--- config.mk ---
export PLATFORM = sky130hd
export DESIGN_NAME = rram_wrapper
export DESIGN_NICKNAME = d
export VERILOG_FILES = /design/src/logic/rram_pkg.sv /design/src/logic/rram_access_ctrl.sv /design/src/logic/rram_bist_engine.sv /design/src/logic/rram_req_arbiter.sv /design/src/logic/rram_wrapper.sv
export SDC_FILE = /design/constraint.sdc
export NUM_CORES = 1
export LEC_CHECK = 0
export BUFFER_PORTS_ARGS = -buffer_cell sky130_fd_sc_hd__clkbuf_2
export CORE_AREA = 5 5 330 332
export CTS_CLUSTER_SIZE = 8
export DETAILED_ROUTE_END_ITERATION = 8
export DIE_AREA = 0 0 335 337
export SLEW_MARGIN = 10
export SYNTH_ARGS = -nofsm -noshare
export SYNTH_HDL_FRONTEND = slang
export SYNTH_SLANG_ARGS = --single-unit
--- constraint.sdc ---
create_clock -name clk -period 12.3 [get_ports clk]
set_input_delay 0.615 -clock clk [delete_from_list [all_inputs] [get_ports clk]]
set_output_delay 0.615 -clock clk [all_outputs]
set_load 0.1 [all_outputs]
--- src/logic/rram_pkg.sv ---
// shared widths, command codes and macro bundles; imported by every RRAM controller block
package rram_pkg;

    // address split of the macro
    localparam int unsigned ADDR_X_W = 13;  // word-line address
    localparam int unsigned ADDR_Y_W = 5;   // column address

    // data layout
    localparam int unsigned UDATA_W  = 128;                // user word
    localparam int unsigned CR_W     = 2;                  // redundancy bits
    localparam int unsigned TDATA_W  = 16 + CR_W;          // parity plus redundancy
    localparam int unsigned DATA_W   = UDATA_W + TDATA_W;  // full word
    localparam int unsigned IO_W     = DATA_W - CR_W;      // width of DIN and DOUT

    localparam int unsigned CFG_W    = 210;

    // fixed macro trim word, nothing overrides it
    localparam logic [CFG_W-1:0] CFG_DEFAULT = CFG_W'(72'h00_1c30_0a50_0000_0f3);

    // zero must stay NOP, requesters idle at zero
    typedef enum logic [3:0] {
        CMD_NOP   = 4'h0,
        CMD_READ  = 4'h1,
        CMD_WRITE = 4'h2
    } cmd_e;

    // one access request, 168 bits
    typedef struct packed {
        cmd_e                cmd;
        logic [ADDR_X_W-1:0] xadr;
        logic [ADDR_Y_W-1:0] yadr;
        logic [DATA_W-1:0]   data;  // {tag, user}
    } rram_req_t;

    // macro inputs
    typedef struct packed {
        logic [ADDR_X_W-1:0] XADR;
        logic [ADDR_Y_W-1:0] YADR;
        logic [IO_W-1:0]     DIN;
        logic [CR_W-1:0]     DIN_CR;     // top bits of the full word
        logic [CFG_W-1:0]    CFG_MACRO;
        logic                SET;
        logic                RESET;
        logic                RST;
        logic                REDEN;
        logic                IFREN;
        logic                IFREN1;
        logic                XE;
        logic                YE;
        logic                READ;
        logic                PCH_EXT;
        logic                AE;
        logic                CE;
    } rri_t;

    // macro outputs, 147 bits
    typedef struct packed {
        logic                RDONE;
        logic [IO_W-1:0]     DOUT;
        logic [CR_W-1:0]     DOUT_CR;
    } rro_t;

endpackage

--- src/logic/rram_access_ctrl.sv ---
// turns one granted request into the macro strobe sequence and returns read data
module rram_access_ctrl #(
    parameter int unsigned SET_CYC   = 4,
    parameter int unsigned RESET_CYC = 4
) (
    input  logic                        clk,
    input  logic                        arst_n_i,
    input  rram_pkg::rram_req_t         req_i,
    output rram_pkg::rri_t              rri_o,
    input  rram_pkg::rro_t              rro_i,
    output logic [rram_pkg::DATA_W-1:0] dout_o,
    output logic                        dout_ready_o,
    output logic                        busy_o
);
    import rram_pkg::*;

    localparam int unsigned MAX_CYC = (SET_CYC > RESET_CYC) ? SET_CYC : RESET_CYC;
    localparam int unsigned CNT_W   = $clog2(MAX_CYC + 1);

    typedef enum logic [2:0] {
        S_IDLE,
        S_WR_SET,    // enable cycle, then SET_CYC cycles of SET
        S_WR_RESET,
        S_RD_WAIT,
        S_DONE       // read data out while already idle
    } state_e;

    state_e              state_q;
    logic [CNT_W-1:0]    cnt_q;    // phase counter
    logic                rst_q;
    logic [ADDR_X_W-1:0] xadr_q;
    logic [ADDR_Y_W-1:0] yadr_q;
    logic [DATA_W-1:0]   data_q;
    logic [DATA_W-1:0]   dout_q;
    logic                accept;
    logic                in_wr;
    logic                in_rd;
    logic                busy;

    assign in_wr = (state_q == S_WR_SET) || (state_q == S_WR_RESET);
    assign in_rd = (state_q == S_RD_WAIT);
    assign busy  = in_wr || in_rd;

    // unknown nonzero codes are dropped like any request seen while busy
    assign accept = !busy && ((req_i.cmd == CMD_READ) || (req_i.cmd == CMD_WRITE));

    always_ff @(posedge clk or negedge arst_n_i) begin
        if (!arst_n_i) begin
            state_q <= S_IDLE;
            cnt_q   <= '0;
        end else begin
            case (state_q)
                S_WR_SET: begin
                    if (cnt_q == CNT_W'(SET_CYC)) begin
                        state_q <= S_WR_RESET;
                        cnt_q   <= CNT_W'(1);
                    end else begin
                        cnt_q <= cnt_q + 1'b1;
                    end
                end
                S_WR_RESET: begin
                    if (cnt_q == CNT_W'(RESET_CYC)) begin
                        state_q <= S_IDLE;
                    end else begin
                        cnt_q <= cnt_q + 1'b1;
                    end
                end
                S_RD_WAIT: begin
                    if (rro_i.RDONE) begin
                        state_q <= S_DONE;  // latency set by the macro
                    end
                end
                default: begin
                    // idle and done both take the next command
                    cnt_q <= '0;
                    if (accept) begin
                        if (req_i.cmd == CMD_WRITE) begin
                            state_q <= S_WR_SET;
                        end else begin
                            state_q <= S_RD_WAIT;
                        end
                    end else begin
                        state_q <= S_IDLE;
                    end
                end
            endcase
        end
    end

    // macro reset held until the first clock after reset
    always_ff @(posedge clk or negedge arst_n_i) begin
        if (!arst_n_i) begin
            rst_q <= 1'b1;
        end else begin
            rst_q <= 1'b0;
        end
    end

    always_ff @(posedge clk) begin
        if (accept) begin
            xadr_q <= req_i.xadr;
            yadr_q <= req_i.yadr;
            data_q <= req_i.data;
        end
        if (in_rd && rro_i.RDONE) begin
            dout_q <= {rro_i.DOUT_CR, rro_i.DOUT};  // cr bits back on top
        end
    end

    always_comb begin
        rri_o           = '0;
        rri_o.XADR      = xadr_q;
        rri_o.YADR      = yadr_q;
        rri_o.DIN       = data_q[IO_W-1:0];
        rri_o.DIN_CR    = data_q[DATA_W-1 -: CR_W];
        rri_o.CFG_MACRO = CFG_DEFAULT;
        rri_o.RST       = rst_q;
        rri_o.XE        = busy;
        rri_o.YE        = busy;
        rri_o.CE        = busy;
        rri_o.SET       = (state_q == S_WR_SET) && (cnt_q != '0);
        rri_o.RESET     = (state_q == S_WR_RESET);
        rri_o.READ      = in_rd;
        rri_o.AE        = in_rd;
    end

    assign dout_o       = dout_q;
    assign dout_ready_o = (state_q == S_DONE);
    assign busy_o       = busy;

    a_set_reset_excl : assert property (
        @(posedge clk) disable iff (!arst_n_i)
        !(rri_o.SET && rri_o.RESET)
    );

    a_read_not_in_write : assert property (
        @(posedge clk) disable iff (!arst_n_i)
        rri_o.READ |-> !(rri_o.SET || rri_o.RESET)
    );

endmodule

--- src/logic/rram_bist_engine.sv ---
// self-test sequencer; writes an address pattern, reads it back and flags any mismatch
module rram_bist_engine #(
    parameter int unsigned BIST_DEPTH = 16
) (
    input  logic                        clk,
    input  logic                        arst_n_i,
    input  logic                        bist_enable_i,
    input  logic                        grant_i,
    input  logic                        busy_i,
    input  logic [rram_pkg::DATA_W-1:0] dout_i,
    input  logic                        dout_ready_i,
    output rram_pkg::rram_req_t         req_o,
    output logic                        bist_busy_o,
    output logic                        bist_fail_o
);
    import rram_pkg::*;

    localparam int unsigned IDX_W = (BIST_DEPTH > 1) ? $clog2(BIST_DEPTH) : 1;
    localparam int unsigned REP   = DATA_W / ADDR_X_W + 1;

    typedef enum logic [1:0] {
        B_IDLE,
        B_ISSUE,  // request held until the controller takes it
        B_WAIT
    } bstate_e;

    bstate_e             state_q;
    logic                rd_phase_q;  // 0 write pass, 1 read pass
    logic                en_q;
    logic                fail_q;
    logic [IDX_W-1:0]    idx_q;
    logic [ADDR_X_W-1:0] xadr;
    logic                start;
    logic                last;
    logic                step;

    // address repeated over the word, odd addresses inverted
    function automatic logic [DATA_W-1:0] pattern(input logic [ADDR_X_W-1:0] xa);
        logic [REP*ADDR_X_W-1:0] rep;
        rep = {REP{xa}};
        return xa[0] ? ~rep[DATA_W-1:0] : rep[DATA_W-1:0];
    endfunction

    assign xadr  = ADDR_X_W'(idx_q);
    assign start = bist_enable_i && !en_q;
    assign last  = (idx_q == IDX_W'(BIST_DEPTH - 1));

    // reads end with the data pulse, writes when busy drops
    assign step = (state_q == B_WAIT) && (rd_phase_q ? dout_ready_i : !busy_i);

    always_ff @(posedge clk or negedge arst_n_i) begin
        if (!arst_n_i) begin
            state_q    <= B_IDLE;
            rd_phase_q <= 1'b0;
            idx_q      <= '0;
            en_q       <= 1'b0;
            fail_q     <= 1'b0;
        end else begin
            en_q <= bist_enable_i;
            if (start) begin
                state_q    <= B_ISSUE;
                rd_phase_q <= 1'b0;
                idx_q      <= '0;
                fail_q     <= 1'b0;  // new run, old result gone
            end else if (!bist_enable_i) begin
                state_q <= B_IDLE;   // run abandoned
            end else begin
                case (state_q)
                    B_ISSUE: begin
                        if (grant_i && !busy_i) begin
                            state_q <= B_WAIT;
                        end
                    end
                    B_WAIT: begin
                        if (step) begin
                            if (rd_phase_q && (dout_i != pattern(xadr))) begin
                                fail_q <= 1'b1;
                            end
                            if (!last) begin
                                idx_q   <= idx_q + 1'b1;
                                state_q <= B_ISSUE;
                            end else if (!rd_phase_q) begin
                                rd_phase_q <= 1'b1;
                                idx_q      <= '0;
                                state_q    <= B_ISSUE;
                            end else begin
                                state_q <= B_IDLE;  // last compare done
                            end
                        end
                    end
                    default: begin
                        state_q <= B_IDLE;
                    end
                endcase
            end
        end
    end

    always_comb begin
        req_o      = '0;
        req_o.xadr = xadr;
        req_o.yadr = '0;                // single column
        req_o.data = pattern(xadr);
        if (state_q == B_ISSUE) begin
            if (rd_phase_q) begin
                req_o.cmd = CMD_READ;
            end else begin
                req_o.cmd = CMD_WRITE;
            end
        end else begin
            req_o.cmd = CMD_NOP;
        end
    end

    assign bist_busy_o = (state_q != B_IDLE);
    assign bist_fail_o = fail_q;

endmodule

--- src/logic/rram_req_arbiter.sv ---
// selects the user port or the self-test engine as the controller's request source
module rram_req_arbiter (
    input  logic                clk,
    input  logic                arst_n_i,
    input  logic                bist_enable_i,
    input  rram_pkg::rram_req_t user_req_i,
    input  rram_pkg::rram_req_t bist_req_i,
    input  logic                busy_i,
    output rram_pkg::rram_req_t grant_req_o,
    output logic                bist_grant_o
);

    logic bist_grant_q;

    // grant tracks bist_enable but only moves between accesses
    always_ff @(posedge clk or negedge arst_n_i) begin
        if (!arst_n_i) begin
            bist_grant_q <= 1'b0;  // user port owns the bus out of reset
        end else if (!busy_i) begin
            bist_grant_q <= bist_enable_i;
        end
    end

    // the loser's request is simply not seen by the controller
    assign grant_req_o  = bist_grant_q ? bist_req_i : user_req_i;
    assign bist_grant_o = bist_grant_q;

    // an access in flight keeps its owner until the controller goes idle
    a_grant_stable_busy : assert property (
        @(posedge clk) disable iff (!arst_n_i)
        busy_i |=> $stable(bist_grant_o)
    );

endmodule

--- src/logic/rram_wrapper.sv ---
// top level of the RRAM controller; connects user port, self-test and macro bundles
module rram_wrapper #(
    parameter int unsigned SET_CYC    = 4,
    parameter int unsigned RESET_CYC  = 4,
    parameter int unsigned BIST_DEPTH = 16
) (
    input  logic                        clk,
    input  logic                        arst_n_i,
    input  rram_pkg::rram_req_t         user_req_i,
    input  logic                        bist_enable_i,
    output logic [rram_pkg::DATA_W-1:0] trc_dout_o,
    output logic                        trc_dout_ready_o,
    output logic                        trc_busy_o,
    output logic                        bist_busy_o,
    output logic                        bist_fail_o,
    output rram_pkg::rri_t              rri_o,
    input  rram_pkg::rro_t              rro_i
);
    import rram_pkg::*;

    rram_req_t bist_req;   // from the self-test engine
    rram_req_t grant_req;  // whichever source holds the grant
    logic      bist_grant;

    rram_req_arbiter u_arbiter (
        .clk           (clk),
        .arst_n_i      (arst_n_i),
        .bist_enable_i (bist_enable_i),
        .user_req_i    (user_req_i),
        .bist_req_i    (bist_req),
        .busy_i        (trc_busy_o),
        .grant_req_o   (grant_req),
        .bist_grant_o  (bist_grant)
    );

    rram_access_ctrl #(
        .SET_CYC   (SET_CYC),
        .RESET_CYC (RESET_CYC)
    ) u_access_ctrl (
        .clk          (clk),
        .arst_n_i     (arst_n_i),
        .req_i        (grant_req),
        .rri_o        (rri_o),
        .rro_i        (rro_i),
        .dout_o       (trc_dout_o),
        .dout_ready_o (trc_dout_ready_o),
        .busy_o       (trc_busy_o)
    );

    // read data and status go to both sides, only the grant holder uses them
    rram_bist_engine #(
        .BIST_DEPTH (BIST_DEPTH)
    ) u_bist_engine (
        .clk           (clk),
        .arst_n_i      (arst_n_i),
        .bist_enable_i (bist_enable_i),
        .grant_i       (bist_grant),
        .busy_i        (trc_busy_o),
        .dout_i        (trc_dout_o),
        .dout_ready_i  (trc_dout_ready_o),
        .req_o         (bist_req),
        .bist_busy_o   (bist_busy_o),
        .bist_fail_o   (bist_fail_o)
    );

endmodule

==> results.md, run 1 <==
* Register bit total from synthesis at approximately 330
* Highest clock rate at 303 MHz
* Post-Route Skew at roughly 0.019 ns
* Hpwl dp at between 40,000 and 50,000 um
* RSZ-0062 raised after global routing: no
* Antenna Nets Post-Route at 0
* Initial Util at 13.6%
* Worst-path cell chain: buf_4, xnor2_2, mux2i_1, o2111ai_1, nor4_1, a311oi_1
* Async set-reset flop share out of synthesis at 5.20%
* Initial antenna violation count at 13
* Crit path time final at roughly 3.3 ns
* Reg clk slew, reported paths at about 0.05 ns
* Die area at between 100,000 and 150,000 um2
* Layout cells sized above 1 at around two fifths
* TritonCTS clock tree: done
* Post-route clock period utilization at a little over a quarter
* Worst Tran Pin Value at 1.31 ns
* Post-route cell area at 19,800 um2
* Cell Area, Synth at 14,400 um2
* Max FO, Critical Path at 30
* Crit-path slowest cell: mux2i_1
* Arrival @ worst endpoint at 3.74 ns
* Crit path launch type: flip-flop
* Number of flops mapped to enable cells by yosys at 310
* CTS Buf Count at 48
* CTS H-tree lvls at 2
* Total gr overflow at 0
* Run status: complete, no violations
* Crit-path max cell delay at ~0.62 ns
* Vias in the first global route at roughly 10,000
* Top Ports at approximately 850
* Hold crit path type: primary input to flip-flop
* Area Overhead vs Synth at 37.7%
* DR vias at around 10,000
* Worst path required time at 12.74 ns
* Maximum vdd ir drop at roughly 0.00026 V
* Core box area at 106,000 um2
* Routed WL at roughly 59,000 um
* Pwr dens at between 200 and 250 nW/um2
* # clock sinks at 327
* # DRC at 0
* CP Capture Type: flip-flop
* Layout Utilization at 18.7%
* Post-synthesis cell type count at 58
* Pwr Total at about 5.0 mW
* Placed Area at roughly 18,000 um2
* Die width at approximately 340 um
* Clk root buf: clkbuf_16
* Ys flop type: edfxtp_1
* Cells after Synth at 1,107
* Syn. warnings at 0
* Fin nets at 2,075
* Total track usage at 9.75%
* Final Setup Violations at 0
* Pins Over Slew Limit at 0
* Post-CTS sizing at 0
* Largest net degree at the start of global routing at approximately 160
* Final Hold Viols at 0
* IO Port Bufs at ~640
* Via-to-Cell Ratio at around 3.3
* FILL cells at 11,693
* Slew headroom at about 12%
* Maxcap violations at 0
* WL/cell at between 15 and 20 um
* Leak pwr at between 8 and 9 nW
* First-pass GRT wire length at a little under 80,000 um
* Worst-Skew Late Latency at roughly 0.6 ns
* Initial DRC count at 564
* Row cnt at between 100 and 150
* GP Congestion at roughly 0.82
* Buffers from clock root to sink, at most at 3
* Sequential-to-total area share from yosys stat at a little under 70%
* Post-Syn Area per Cell at around 13 um2
* WHS Path Cells at 1
* Kind of critical path: flip-flop to flip-flop
* Post-route setup TNS at 0 ns
* Die Y at ~340 um
* Drt pass-1 iters at 5
* Worst R2R Path Depth at 6
-- layout make-up --
type	count	area (um2)	share of cell area (%)
diodes	3	7.51	0.0378
clock buffers	65	1260	6.37
clock inverters	7	118	0.593
inverters	119	460	2.32
multi-input cells	611	3210	16.2
flip-flops and latches	327	9740	49.1
well taps	1403	1760	8.85
repair buffers	647	3290	16.6
-- cell families (layout without fill, tap and decap cells) --
group / Yosys count / after routing / synth area share, %
AO/OA/AOI/OAI: 189 / 189 / 7.71
other: 2 / 218 / 0.0521
buffers and inverters: 382 / 838 / 15.9
XOR/XNOR: 7 / 7 / 0.530
adder cells (fa/ha/maj): 3 / 3 / 0.260
flip-flops: 327 / 327 / 67.5
AND/OR/NAND/NOR: 189 / 189 / 7.42
multiplexers: 8 / 8 / 0.590
-- power by group --
part,switching (mW),internal [mW],total (mW)
combinational,1.84,0.247,2.09
sequential,0.137,1.50,1.64
clock,0.485,0.749,1.23
total,2.46,2.50,4.96
-- path summary, 6_finish.rpt --
check	slack, ns	end	startpoint
min reg2reg	0.57	u_access_ctrl.cnt_q[1]	u_access_ctrl.state_q[2]
min in group asynchronous	0.59	u_arbiter.bist_grant_o	arst_n_i
min	0.19	u_access_ctrl.dout_o[68]	rro_i[70]
max	9.00	u_bist_engine.bist_fail_o	u_bist_engine.idx_q[0]
max reg2reg	9.00	u_bist_engine.bist_fail_o	u_bist_engine.idx_q[0]
max in group asynchronous	11.25	u_arbiter.bist_grant_o	arst_n_i
-- cells in the mapped netlist (2+ instances only) --
| cell type | number | area share, % |
|---|---|---|
| xnor2_1 | 2 | 0.12 |
| nor2b_1 | 30 | 1.3 |
| and2_1 | 4 | 0.17 |
| o21ai_1 | 3 | 0.10 |
| or2_2 | 3 | 0.13 |
| and3_1 | 5 | 0.22 |
| o211ai_1 | 2 | 0.10 |
| edfxtp_1 | 310 | 65 |
| buf_4 | 221 | 12 |
| nand2b_1 | 3 | 0.13 |
| or4_4 | 2 | 0.16 |
| buf_1 | 3 | 0.078 |
| or3_1 | 2 | 0.087 |
| buf_2 | 4 | 0.14 |
| nand3_1 | 15 | 0.52 |
| o22ai_1 | 3 | 0.13 |
| dfrtp_1 | 16 | 2.8 |
| nand4_1 | 27 | 1.2 |
| o21ai_0 | 121 | 4.2 |
| o21a_1 | 24 | 1.3 |
| nor3_1 | 15 | 0.52 |
| mux2_2 | 4 | 0.31 |
| nor3b_1 | 3 | 0.16 |
| or4_1 | 12 | 0.63 |
| a21oi_1 | 10 | 0.35 |
| ha_1 | 3 | 0.26 |
| a31oi_1 | 6 | 0.26 |
| xor2_1 | 3 | 0.18 |
| inv_1 | 118 | 3.1 |
| conb_1 | 2 | 0.052 |
| nand2_1 | 21 | 0.55 |
| mux2i_1 | 4 | 0.28 |
| nor2_1 | 24 | 0.63 |
| xnor2_2 | 2 | 0.23 |
| o2111ai_1 | 3 | 0.18 |
| nor4_1 | 20 | 0.87 |
| clkbuf_1 | 34 | 0.89 |
| a22oi_1 | 3 | 0.16 |
-- worst max-delay path, delay by kind of cell (launching register included) --
kind	cells	cell delay, ns
mux	1	0.62
flops	1	0.51
compound gates	2	0.74
simple gates	1	0.38
xor+xnor	1	0.57
buf+inv	1	0.31
-- state kept, by name, summed over array words and instances (netlist names) --
name,flops
u_bist_engine.en_q,1
u_access_ctrl.cnt_q,3
u_bist_engine.state_q,2
u_access_ctrl.xadr_q,13
u_arbiter.bist_grant_o,1
u_bist_engine.rd_phase_q,1
u_bist_engine.bist_fail_o,1
u_access_ctrl.data_q,146
u_access_ctrl.dout_o,146
u_access_ctrl.state_q,3
u_access_ctrl.yadr_q,5
u_access_ctrl.rst_q,1
u_bist_engine.idx_q,4
-- metal layers --
metal / vias to the layer above / track usage [%] / part of all wire [%] / wire (um)
met1: 4870 / 11.7 / 39 / 23000
li1: 4796 / - / - / -
met5: - / 0 / 0 / 0
met4: 0 / 3.04 / 3.0 / 1770
met3: 87 / 3.49 / 9.3 / 5530
met2: 607 / 16.5 / 49 / 29100
-- through the flow --
step                hold WS (ns)  std cells  setup WS [ns]
floorplan                  0.319       1320           3.73
global placement           0.546       3106           8.82
detailed placement         0.563       3106           8.73
CTS                        0.116       3179           8.72
global route               0.125       3179           8.77
finish                     0.194       3182           9.00
-- placed cells by master (no fill, tap or decap), types with 19 or more instances in the layout --
master     instances
nor2b_1           30
clkbuf_2         639
clkbuf_16         48
nand4_1           27
nor4_1            19
nor2_1            22
conb_1           215
o21ai_0          121
o21a_1            24
edfxtp_1         310
nand2_1           20
inv_1            118
-- timing repair --
item,4_1_cts,5_1_grt
endpoints found under the hold margin,9,0
hold buffers,1,0
setup buffers,0,0
Power figures use the tool's default switching activity.
==> run 2: changes to the inputs <==
Settings changed: ABC_AREA set to 1, CORE_AREA 5 5 330 332 to 5 5 334 336, DIE_AREA 0 0 335 337 to 0 0 339 341.
Clock period 12.3 ns to 3.4 ns, I/O delays scaled along.
==> run 2 against run 1 <==
Compared with the run above: global-route usage is 0.051 points higher; power grew to 4.0 times the previous value; synthesized cell count is 24% higher; combinational power increased to 4.5 times the previous value; setup slack got worse by 8.1 ns; non-clock buffer count is 331 higher; sequential share of layout area shrank 7.7 points; final area grew 19%; maximum frequency up 30%; clock power rose to 3.5 times the previous value; largest power group unchanged.
==> results.md, run 2 <==
* GP Congestion at 0.836 (was 0.822)
* WHS Path Cells at 3 (was 1)
* Via-to-Cell Ratio at 3.34 (was 3.26)
* # clock sinks at 327 (unchanged)
* Worst-Skew Late Latency at 0.59 ns (about the same)
* Pins Over Slew Limit at 0 (unchanged)
* Hpwl dp at 46,000 um (was 48,900 um)
* Worst Tran Pin Value at 0.957 ns (was 1.31 ns)
* Vias in the first global route at 13,085 (was 10,095)
* CTS H-tree lvls at 2 (unchanged)
* Maxcap violations at 0 (unchanged)
* Placed Area at 19,100 um2 (was 18,400 um2)
* WL/cell at 16.0 um (was 18.7 um)
* Final hold slack at 0.0403 ns (was 0.194 ns)
* Post-route cell area at 23,600 um2 (was 19,800 um2)
* Fin nets at 2,673 (was 2,075)
* Post-route setup TNS at 0 ns (unchanged)
* Worst R2R Path Depth at 7 (was 6)
* Run status: complete, no violations (unchanged)
* Core box area at 108,000 um2 (was 106,000 um2)
* Setup crit start: u_arbiter.bist_grant_o (was u_bist_engine.idx_q[0])
* Number of flops mapped to enable cells by yosys at 310 (unchanged)
* Area Overhead vs Synth at 59.1% (was 37.7%)
* Post-synthesis cell type count at 39 (was 58)
* Non-filler instance count after layout at 3,791 (was 3,182)
* Register bit total from synthesis at 327 (unchanged)
* Max FO, Critical Path at 31 (was 30)
* Reg2reg end: u_access_ctrl.data_q[143] (was u_bist_engine.bist_fail_o)
* Final Hold Viols at 0 (unchanged)
* Ys flop type: edfxtp_1 (unchanged)
* TritonCTS clock tree: done (unchanged)
* Most frequent cells in the layout: 639 x clkbuf_2, 436 x nand2_1, 311 x dlygate4sd3_1, 310 x edfxtp_1, 215 x conb_1 (was 639 x clkbuf_2, 310 x edfxtp_1, 215 x conb_1, 121 x o21ai_0, 118 x inv_1)
* Maximum vdd ir drop at 0.000563 V (was 0.000257 V)
* Row cnt at 121 (was 120)
* Total gr overflow at 0 (unchanged)
* Crit path capture: u_access_ctrl.data_q[143] (was u_bist_engine.bist_fail_o)
* Slew headroom at 36.2% (was 12.4%)
* FILL cells at 11,489 (was 11,693)
* Crit path launch type: flip-flop (unchanged)
* Reg2reg setup slack at 0.87 ns (was 9.00 ns)
* Total track usage at 9.81% (was 9.75%)
* Largest net degree at the start of global routing at 144 (was 157)
* Layout Utilization at 21.8% (was 18.7%)
* Post-route clock period utilization at 74.5% (was 26.8%)
* Layout cells sized above 1 at 31.7% (was 40.5%)
* Initial antenna violation count at 9 (was 13)
* Post-Route Skew at 0.0246 ns (was 0.0186 ns)
* IO Port Bufs at 639 (unchanged)
* Final Setup Violations at 0 (unchanged)
* Inst Count DP at 3,405 (was 3,106)
* # DRC at 0 (unchanged)
* Die Y at 341 um (was 337 um)
* Kind of critical path: flip-flop to flip-flop (unchanged)
* First-pass GRT wire length at 84,900 um (was 77,900 um)
* Cell taking the most area after synthesis: edfxtp_1 (unchanged)
* RR Startpoint: u_arbiter.bist_grant_o (was u_bist_engine.idx_q[0])
* Final worst slack at 0.866 ns (was 9.00 ns)
* Reg clk slew, reported paths at 0.05 ns (about the same)
* Pwr dens at 833 nW/um2 (was 250 nW/um2)
* Number of post-CTS setup repair buffers at 0 (unchanged)
* Die width at 339 um (was 335 um)
* Crit path time final at 2.53 ns (was 3.30 ns)
* Top Ports at 854 (unchanged)
* Commonest non-fill, non-tap cell in the layout: clkbuf_2 (unchanged)
* Cell Area, Synth at 14,800 um2 (was 14,400 um2)
* Dominant cell by count in the synthesized netlist: nand2_1 (was edfxtp_1)
* Initial DRC count at 733 (was 564)
* Antenna Nets Post-Route at 0 (unchanged)
* Cells after Synth at 1,368 (was 1,107)
* Async set-reset flop share out of synthesis at 5.20% (unchanged)
* Worst slack, placed at 0.786 ns (was 8.73 ns)
* Buffers from clock root to sink, at most at 3 (unchanged)
* Die area at 116,000 um2 (was 113,000 um2)
* Initial Util at 13.7% (was 13.6%)
* CP Capture Type: flip-flop (unchanged)
* Hold crit path type: primary input to flip-flop (unchanged)
* RSZ-0062 raised after global routing: no (unchanged)
* CTS Buf Count at 48 (unchanged)
* Leak pwr at 10.8 nW (was 8.43 nW)
* Syn. warnings at 0 (unchanged)
* Routed WL at 60,800 um (was 59,500 um)
* Arrival @ worst endpoint at 2.84 ns (was 3.74 ns)
* Share of the synthesized area in the top cell type at 62.9% (was 64.6%)
* Worst path required time at 3.70 ns (was 12.74 ns)
* Sequential-to-total area share from yosys stat at 65.8% (was 67.5%)
* DR vias at 12,666 (was 10,360)
* Drt pass-1 iters at 7 (was 5)
* Highest clock rate at 395 MHz (was 303 MHz)
* Synth cell count leaders: 437 x nand2_1, 310 x edfxtp_1, 220 x buf_4, 121 x nor2_1, 102 x inv_1 (was 310 x edfxtp_1, 221 x buf_4, 121 x o21ai_0, 118 x inv_1, 34 x clkbuf_1)
* Post-Syn Area per Cell at 10.8 um2 (was 13.0 um2)
* Top cells by area, synth: edfxtp_1 63%, buf_4 11%, nand2_1 11% (was edfxtp_1 65%, buf_4 12%, o21ai_0 4.2%)
* Pwr Total at 19.6 mW (was 4.96 mW)
* Clk root buf: clkbuf_16 (unchanged)
-- run 2: cell types whose count changed after synthesis, moves of 12 or more --
cell / delta
nand2_1: +416
nor4_1: -20
nor2b_1: -30
nor2_1: +97
inv_1: -16
o21a_1: -24
or4_1: -12
o21ai_0: -96
clkbuf_1: -14
nand4_1: -17
-- run 2: worst min-delay path by stage --
stage          slack, ns       startpoint                  endpoint
2_1_floorplan      -0.13         arst_n_i    u_access_ctrl.cnt_q[0]
4_1_cts             0.04  user_req_i[166]  u_access_ctrl.state_q[0]
3_5_place_dp        0.21         arst_n_i  u_access_ctrl.state_q[2]
5_1_grt             0.05   user_req_i[23]  u_access_ctrl.data_q[23]
3_3_place_gp        0.20         arst_n_i    u_access_ctrl.cnt_q[2]
6_report            0.04   user_req_i[23]  u_access_ctrl.data_q[23]
-- run 2: area by class of cell --
| class | count | area (um2) | area share [%] |
|---|---|---|---|
| Antenna cell | 2 | 5.00 | 0.0212 |
| Inverter | 107 | 414 | 1.76 |
| Clock buffer | 67 | 1300 | 5.53 |
| Sequential cell | 327 | 9740 | 41.4 |
| Tap cell | 1414 | 1770 | 7.51 |
| Clock inverter | 6 | 37.5 | 0.159 |
| Multi-Input combinational cell | 890 | 3650 | 15.5 |
| Timing Repair Buffer | 978 | 6630 | 28.2 |
-- run 2: layer usage --
metal | share of wire (%) | vias to the layer above | track usage, %
li1 | - | 5987 | -
met2 | 49 | 642 | 17.0
met3 | 8.9 | 108 | 3.51
met4 | 3.0 | 4 | 3.25
met5 | 0.044 | - | 0
met1 | 39 | 5925 | 11.2
-- run 2: power by group --
part	total, mW	internal [mW]	switching (mW)
Sequential	5.89	5.53	0.363
Clock	4.34	2.62	1.72
Combinational	9.38	1.39	7.99
-- run 2: critical path, cell delays in order, from the launching register on --
cell        delay (ns)
dfrtp_2           0.44
nand2_1           0.10
o21ai_0           0.08
a21oi_1           0.15
nor2_1            0.09
o21ai_2           0.22
clkinvlp_4        0.64
buf_12            0.44
-- run 2: timing repair --
action	4_1_cts	5_1_grt
gates resized for setup	0	0
hold buffers	311	0
hold endpoints to repair	328	0
-- run 2: cells by family after synthesis --
| family | Yosys count | synth area share [%] |
|---|---|---|
| AO/OA/AOI/OAI | 50 | 1.94 |
| XOR/XNOR | 1 | 0.0592 |
| adder cells (fa/ha/maj) | 3 | 0.254 |
| buffers and inverters | 364 | 15.2 |
| flip-flops | 327 | 65.8 |
| other | 2 | 0.0507 |
| AND/OR/NAND/NOR | 621 | 16.8 |
==> run 3: changes to the inputs <==
Clock period 3.4 ns to 2.25 ns, I/O delays scaled along.
==> run 3 against run 2 <==
Compared with the run above: combinational power grew 52%; die area is the same; global-route usage grew 0.062 points; setup slack lost 0.72 ns; sequential power grew 51%; routed wire length grew 0.46%; core utilization grew 0.13 points; clock power grew 46%; final area grew 0.62%; sequential share of layout area shrank 0.25 points; clock skew shrank 0.0077 ns; hold slack gained 0.0068 ns; critical endpoint is now rri_o[3]; largest power group unchanged.
==> results.md, run 3 (same netlist as run 2, synthesis figures left out) <==
* Maxcap violations at 0 (unchanged)
* CTS H-tree lvls at 2 (unchanged)
* Die width at 339 um (unchanged)
* Pins Over Slew Limit at 0 (unchanged)
* First-pass GRT wire length at 85,600 um (was 84,900 um)
* TritonCTS clock tree: done (unchanged)
* Die area at 116,000 um2 (unchanged)
* Layout Utilization at 21.9% (was 21.8%)
* Buf/Inv on CP at 3 (was 2)
* Die Y at 341 um (unchanged)
* Fin nets at 2,694 (was 2,673)
* Post-route clock period utilization at a little over 90%
* Buffers from clock root to sink, at most at 3 (unchanged)
* Max FO, Critical Path at 4 (was 31)
* Maximum vdd ir drop at 0.00117 V (was 0.000563 V)
* Placed Area at 19,300 um2 (was 19,100 um2)
* Post-route cell area at 23,700 um2 (was 23,600 um2)
* Total gr overflow at 0 (unchanged)
* WL/cell at 16.1 um (was 16.0 um)
* Highest clock rate at around 470 MHz
* DR vias at 12,717 (was 12,666)
* Initial Util at 13.7% (unchanged)
* Initial DRC count at 711 (was 733)
* Leak pwr at 10.9 nW (was 10.8 nW)
* Antenna Nets Post-Route at 0 (unchanged)
* Crit path launch type: flip-flop (unchanged)
* Largest net degree at the start of global routing at 144 (unchanged)
* Clk root buf: clkbuf_16 (unchanged)
* Final Hold Viols at 0 (unchanged)
* Hold crit path type: primary input to flip-flop (unchanged)
* Total track usage at 9.87% (was 9.81%)
* Reg clk slew, reported paths at 0.05 ns (about the same)
* Worst-Skew Late Latency at 0.57 ns (was 0.59 ns)
* Worst-path cell chain: inv_1, nor3_2, buf_4, clkbuf_2 (was nand2_1, o21ai_0, a21oi_1, nor2_1, o21ai_2, clkinvlp_4, buf_12)
* # clock sinks at 327 (unchanged)
* Post-Route Skew at 0.0169 ns (was 0.0246 ns)
* FILL cells at 11,545 (was 11,489)
* Pwr dens at 1250 nW/um2 (was 833 nW/um2)
* Vias in the first global route at 13,091 (was 13,085)
* Hpwl dp at 46,500 um (was 46,000 um)
* Kind of critical path: flip-flop to output port (was flip-flop to flip-flop)
* IO Port Bufs at 639 (unchanged)
* Layout cells sized above 1 at 32.4% (was 31.7%)
* Worst slack, placed at 0.183 ns (was 0.786 ns)
* Crit-path leading delay family: buffers and inverters (unchanged)
* Top Ports at 854 (unchanged)
* Crit-path max cell delay at 0.46 ns (was 0.64 ns)
* GP Congestion at 0.893 (was 0.836)
* Worst path required time at 2.14 ns (was 3.70 ns)
* Final Setup Violations at 0 (unchanged)
* Slew headroom at 42.2% (was 36.2%)
* Crit-path slowest cell: clkbuf_2 (was clkinvlp_4)
* Reg2reg setup slack at 0.26 ns (was 0.87 ns)
* Crit path time final at roughly 2.1 ns
* RSZ-0062 raised after global routing: no (unchanged)
* Run status: complete, no violations (unchanged)
* Core box area at 108,000 um2 (unchanged)
* # DRC at 0 (unchanged)
* Most frequent cells in the layout: 638 x clkbuf_2, 436 x nand2_1, 313 x dlygate4sd3_1, 310 x edfxtp_1, 215 x conb_1 (was 639 x clkbuf_2, 436 x nand2_1, 311 x dlygate4sd3_1, 310 x edfxtp_1, 215 x conb_1)
* Via-to-Cell Ratio at 3.34 (about the same)
* Commonest non-fill, non-tap cell in the layout: clkbuf_2 (unchanged)
* Drt pass-1 iters at 5 (was 7)
* Routed WL at 61,100 um (was 60,800 um)
* Worst Tran Pin Value at 0.867 ns (was 0.957 ns)
* CP Capture Type: output port (was flip-flop)
* Area Overhead vs Synth at 60.1% (was 59.1%)
* Initial antenna violation count at 9 (unchanged)
* CTS Buf Count at 47 (was 48)
* Arrival @ worst endpoint at 1.99 ns (was 2.84 ns)
* Row cnt at 121 (unchanged)
* Final worst slack at 0.144 ns (was 0.866 ns)
==> run 3: cell types whose count changed in the layout (fill, tap and decap cells not counted), moves of 2 or more <==
cell	before	now
dlygate4sd3_1	311	313
buf_12	9	11
buf_4	19	37
clkinv_1	2	0
diode_2	2	4
clkbuf_1	17	11
==> run 3: per-stage QoR <==
step | hold WS [ns] | cells | power (mW) | TNS (ns)
2_1_floorplan | -0.183 | 1581 | 20.4 | -462.52
3_3_place_gp | 0.120 | 3425 | 22.8 | 0
3_5_place_dp | 0.119 | 3425 | 22.9 | 0
4_1_cts | 0.000540 | 3801 | 29.9 | 0
5_1_grt | 0.0355 | 3803 | 30.8 | 0
6_report | 0.0471 | 3805 | 29.5 | 0
==> run 3: final timing paths <==
check | startpoint | to | cells past startpoint
max in group asynchronous | arst_n_i | u_arbiter.bist_grant_o | 2
worst min-delay path | user_req_i[166] | u_access_ctrl.state_q[0] | 5
min in group asynchronous | arst_n_i | u_bist_engine.bist_fail_o | 2
worst max-delay path | u_access_ctrl.state_q[1] | rri_o[3] | 4
worst min register to register | u_bist_engine.bist_fail_o | u_bist_engine.bist_fail_o | 2
worst max register to register | u_access_ctrl.state_q[0] | u_access_ctrl.data_q[50] | 7
==> run 3: where the power goes <==
group	total (mW)	internal, mW	switching (mW)
logic	14.3	2.26	12.0
clock network	6.35	3.80	2.54
registers	8.90	8.36	0.540
total	29.5	14.4	15.1
==> run 3: what timing repair did <==
item,in CTS,in global routing
setup endpoints to repair,1,1
gates cloned,0,0
resized for setup,1,1
setup buffers,0,0
hold buffers,313,0
endpoints found under the hold margin,330,0
pin swaps,0,0
==> run 3: per-layer routing <==
layer | up-vias | share of wire, % | global-route usage [%]
met3 | 113 | 11 | 4.25
met1 | 5909 | 38 | 11.1
met5 | - | 0.052 | 0
met2 | 677 | 48 | 16.7
li1 | 6014 | - | -
met4 | 4 | 3.6 | 3.68
==> run 3: final cells by class <==
| cell class | instances | area [um2] | area share (%) |
|---|---|---|---|
| Sequential cell | 327 | 9740 | 41.1 |
| Timing Repair Buffer | 1000 | 6830 | 28.8 |
| Multi-Input combinational cell | 890 | 3660 | 15.4 |
| Tap cell | 1414 | 1770 | 7.46 |
| Clock buffer | 59 | 1240 | 5.24 |
| Inverter | 107 | 414 | 1.75 |
| Clock inverter | 4 | 35.0 | 0.148 |
| Antenna cell | 4 | 10.0 | 0.0422 |
==> run 3: tightest hold or removal path: cells and delay by family <==
family	cells	cell delay, ns
AOI/OAI and AO/OA	3	0.25
buffers and inverters	1	0.07
and+or+nand+nor	1	0.15
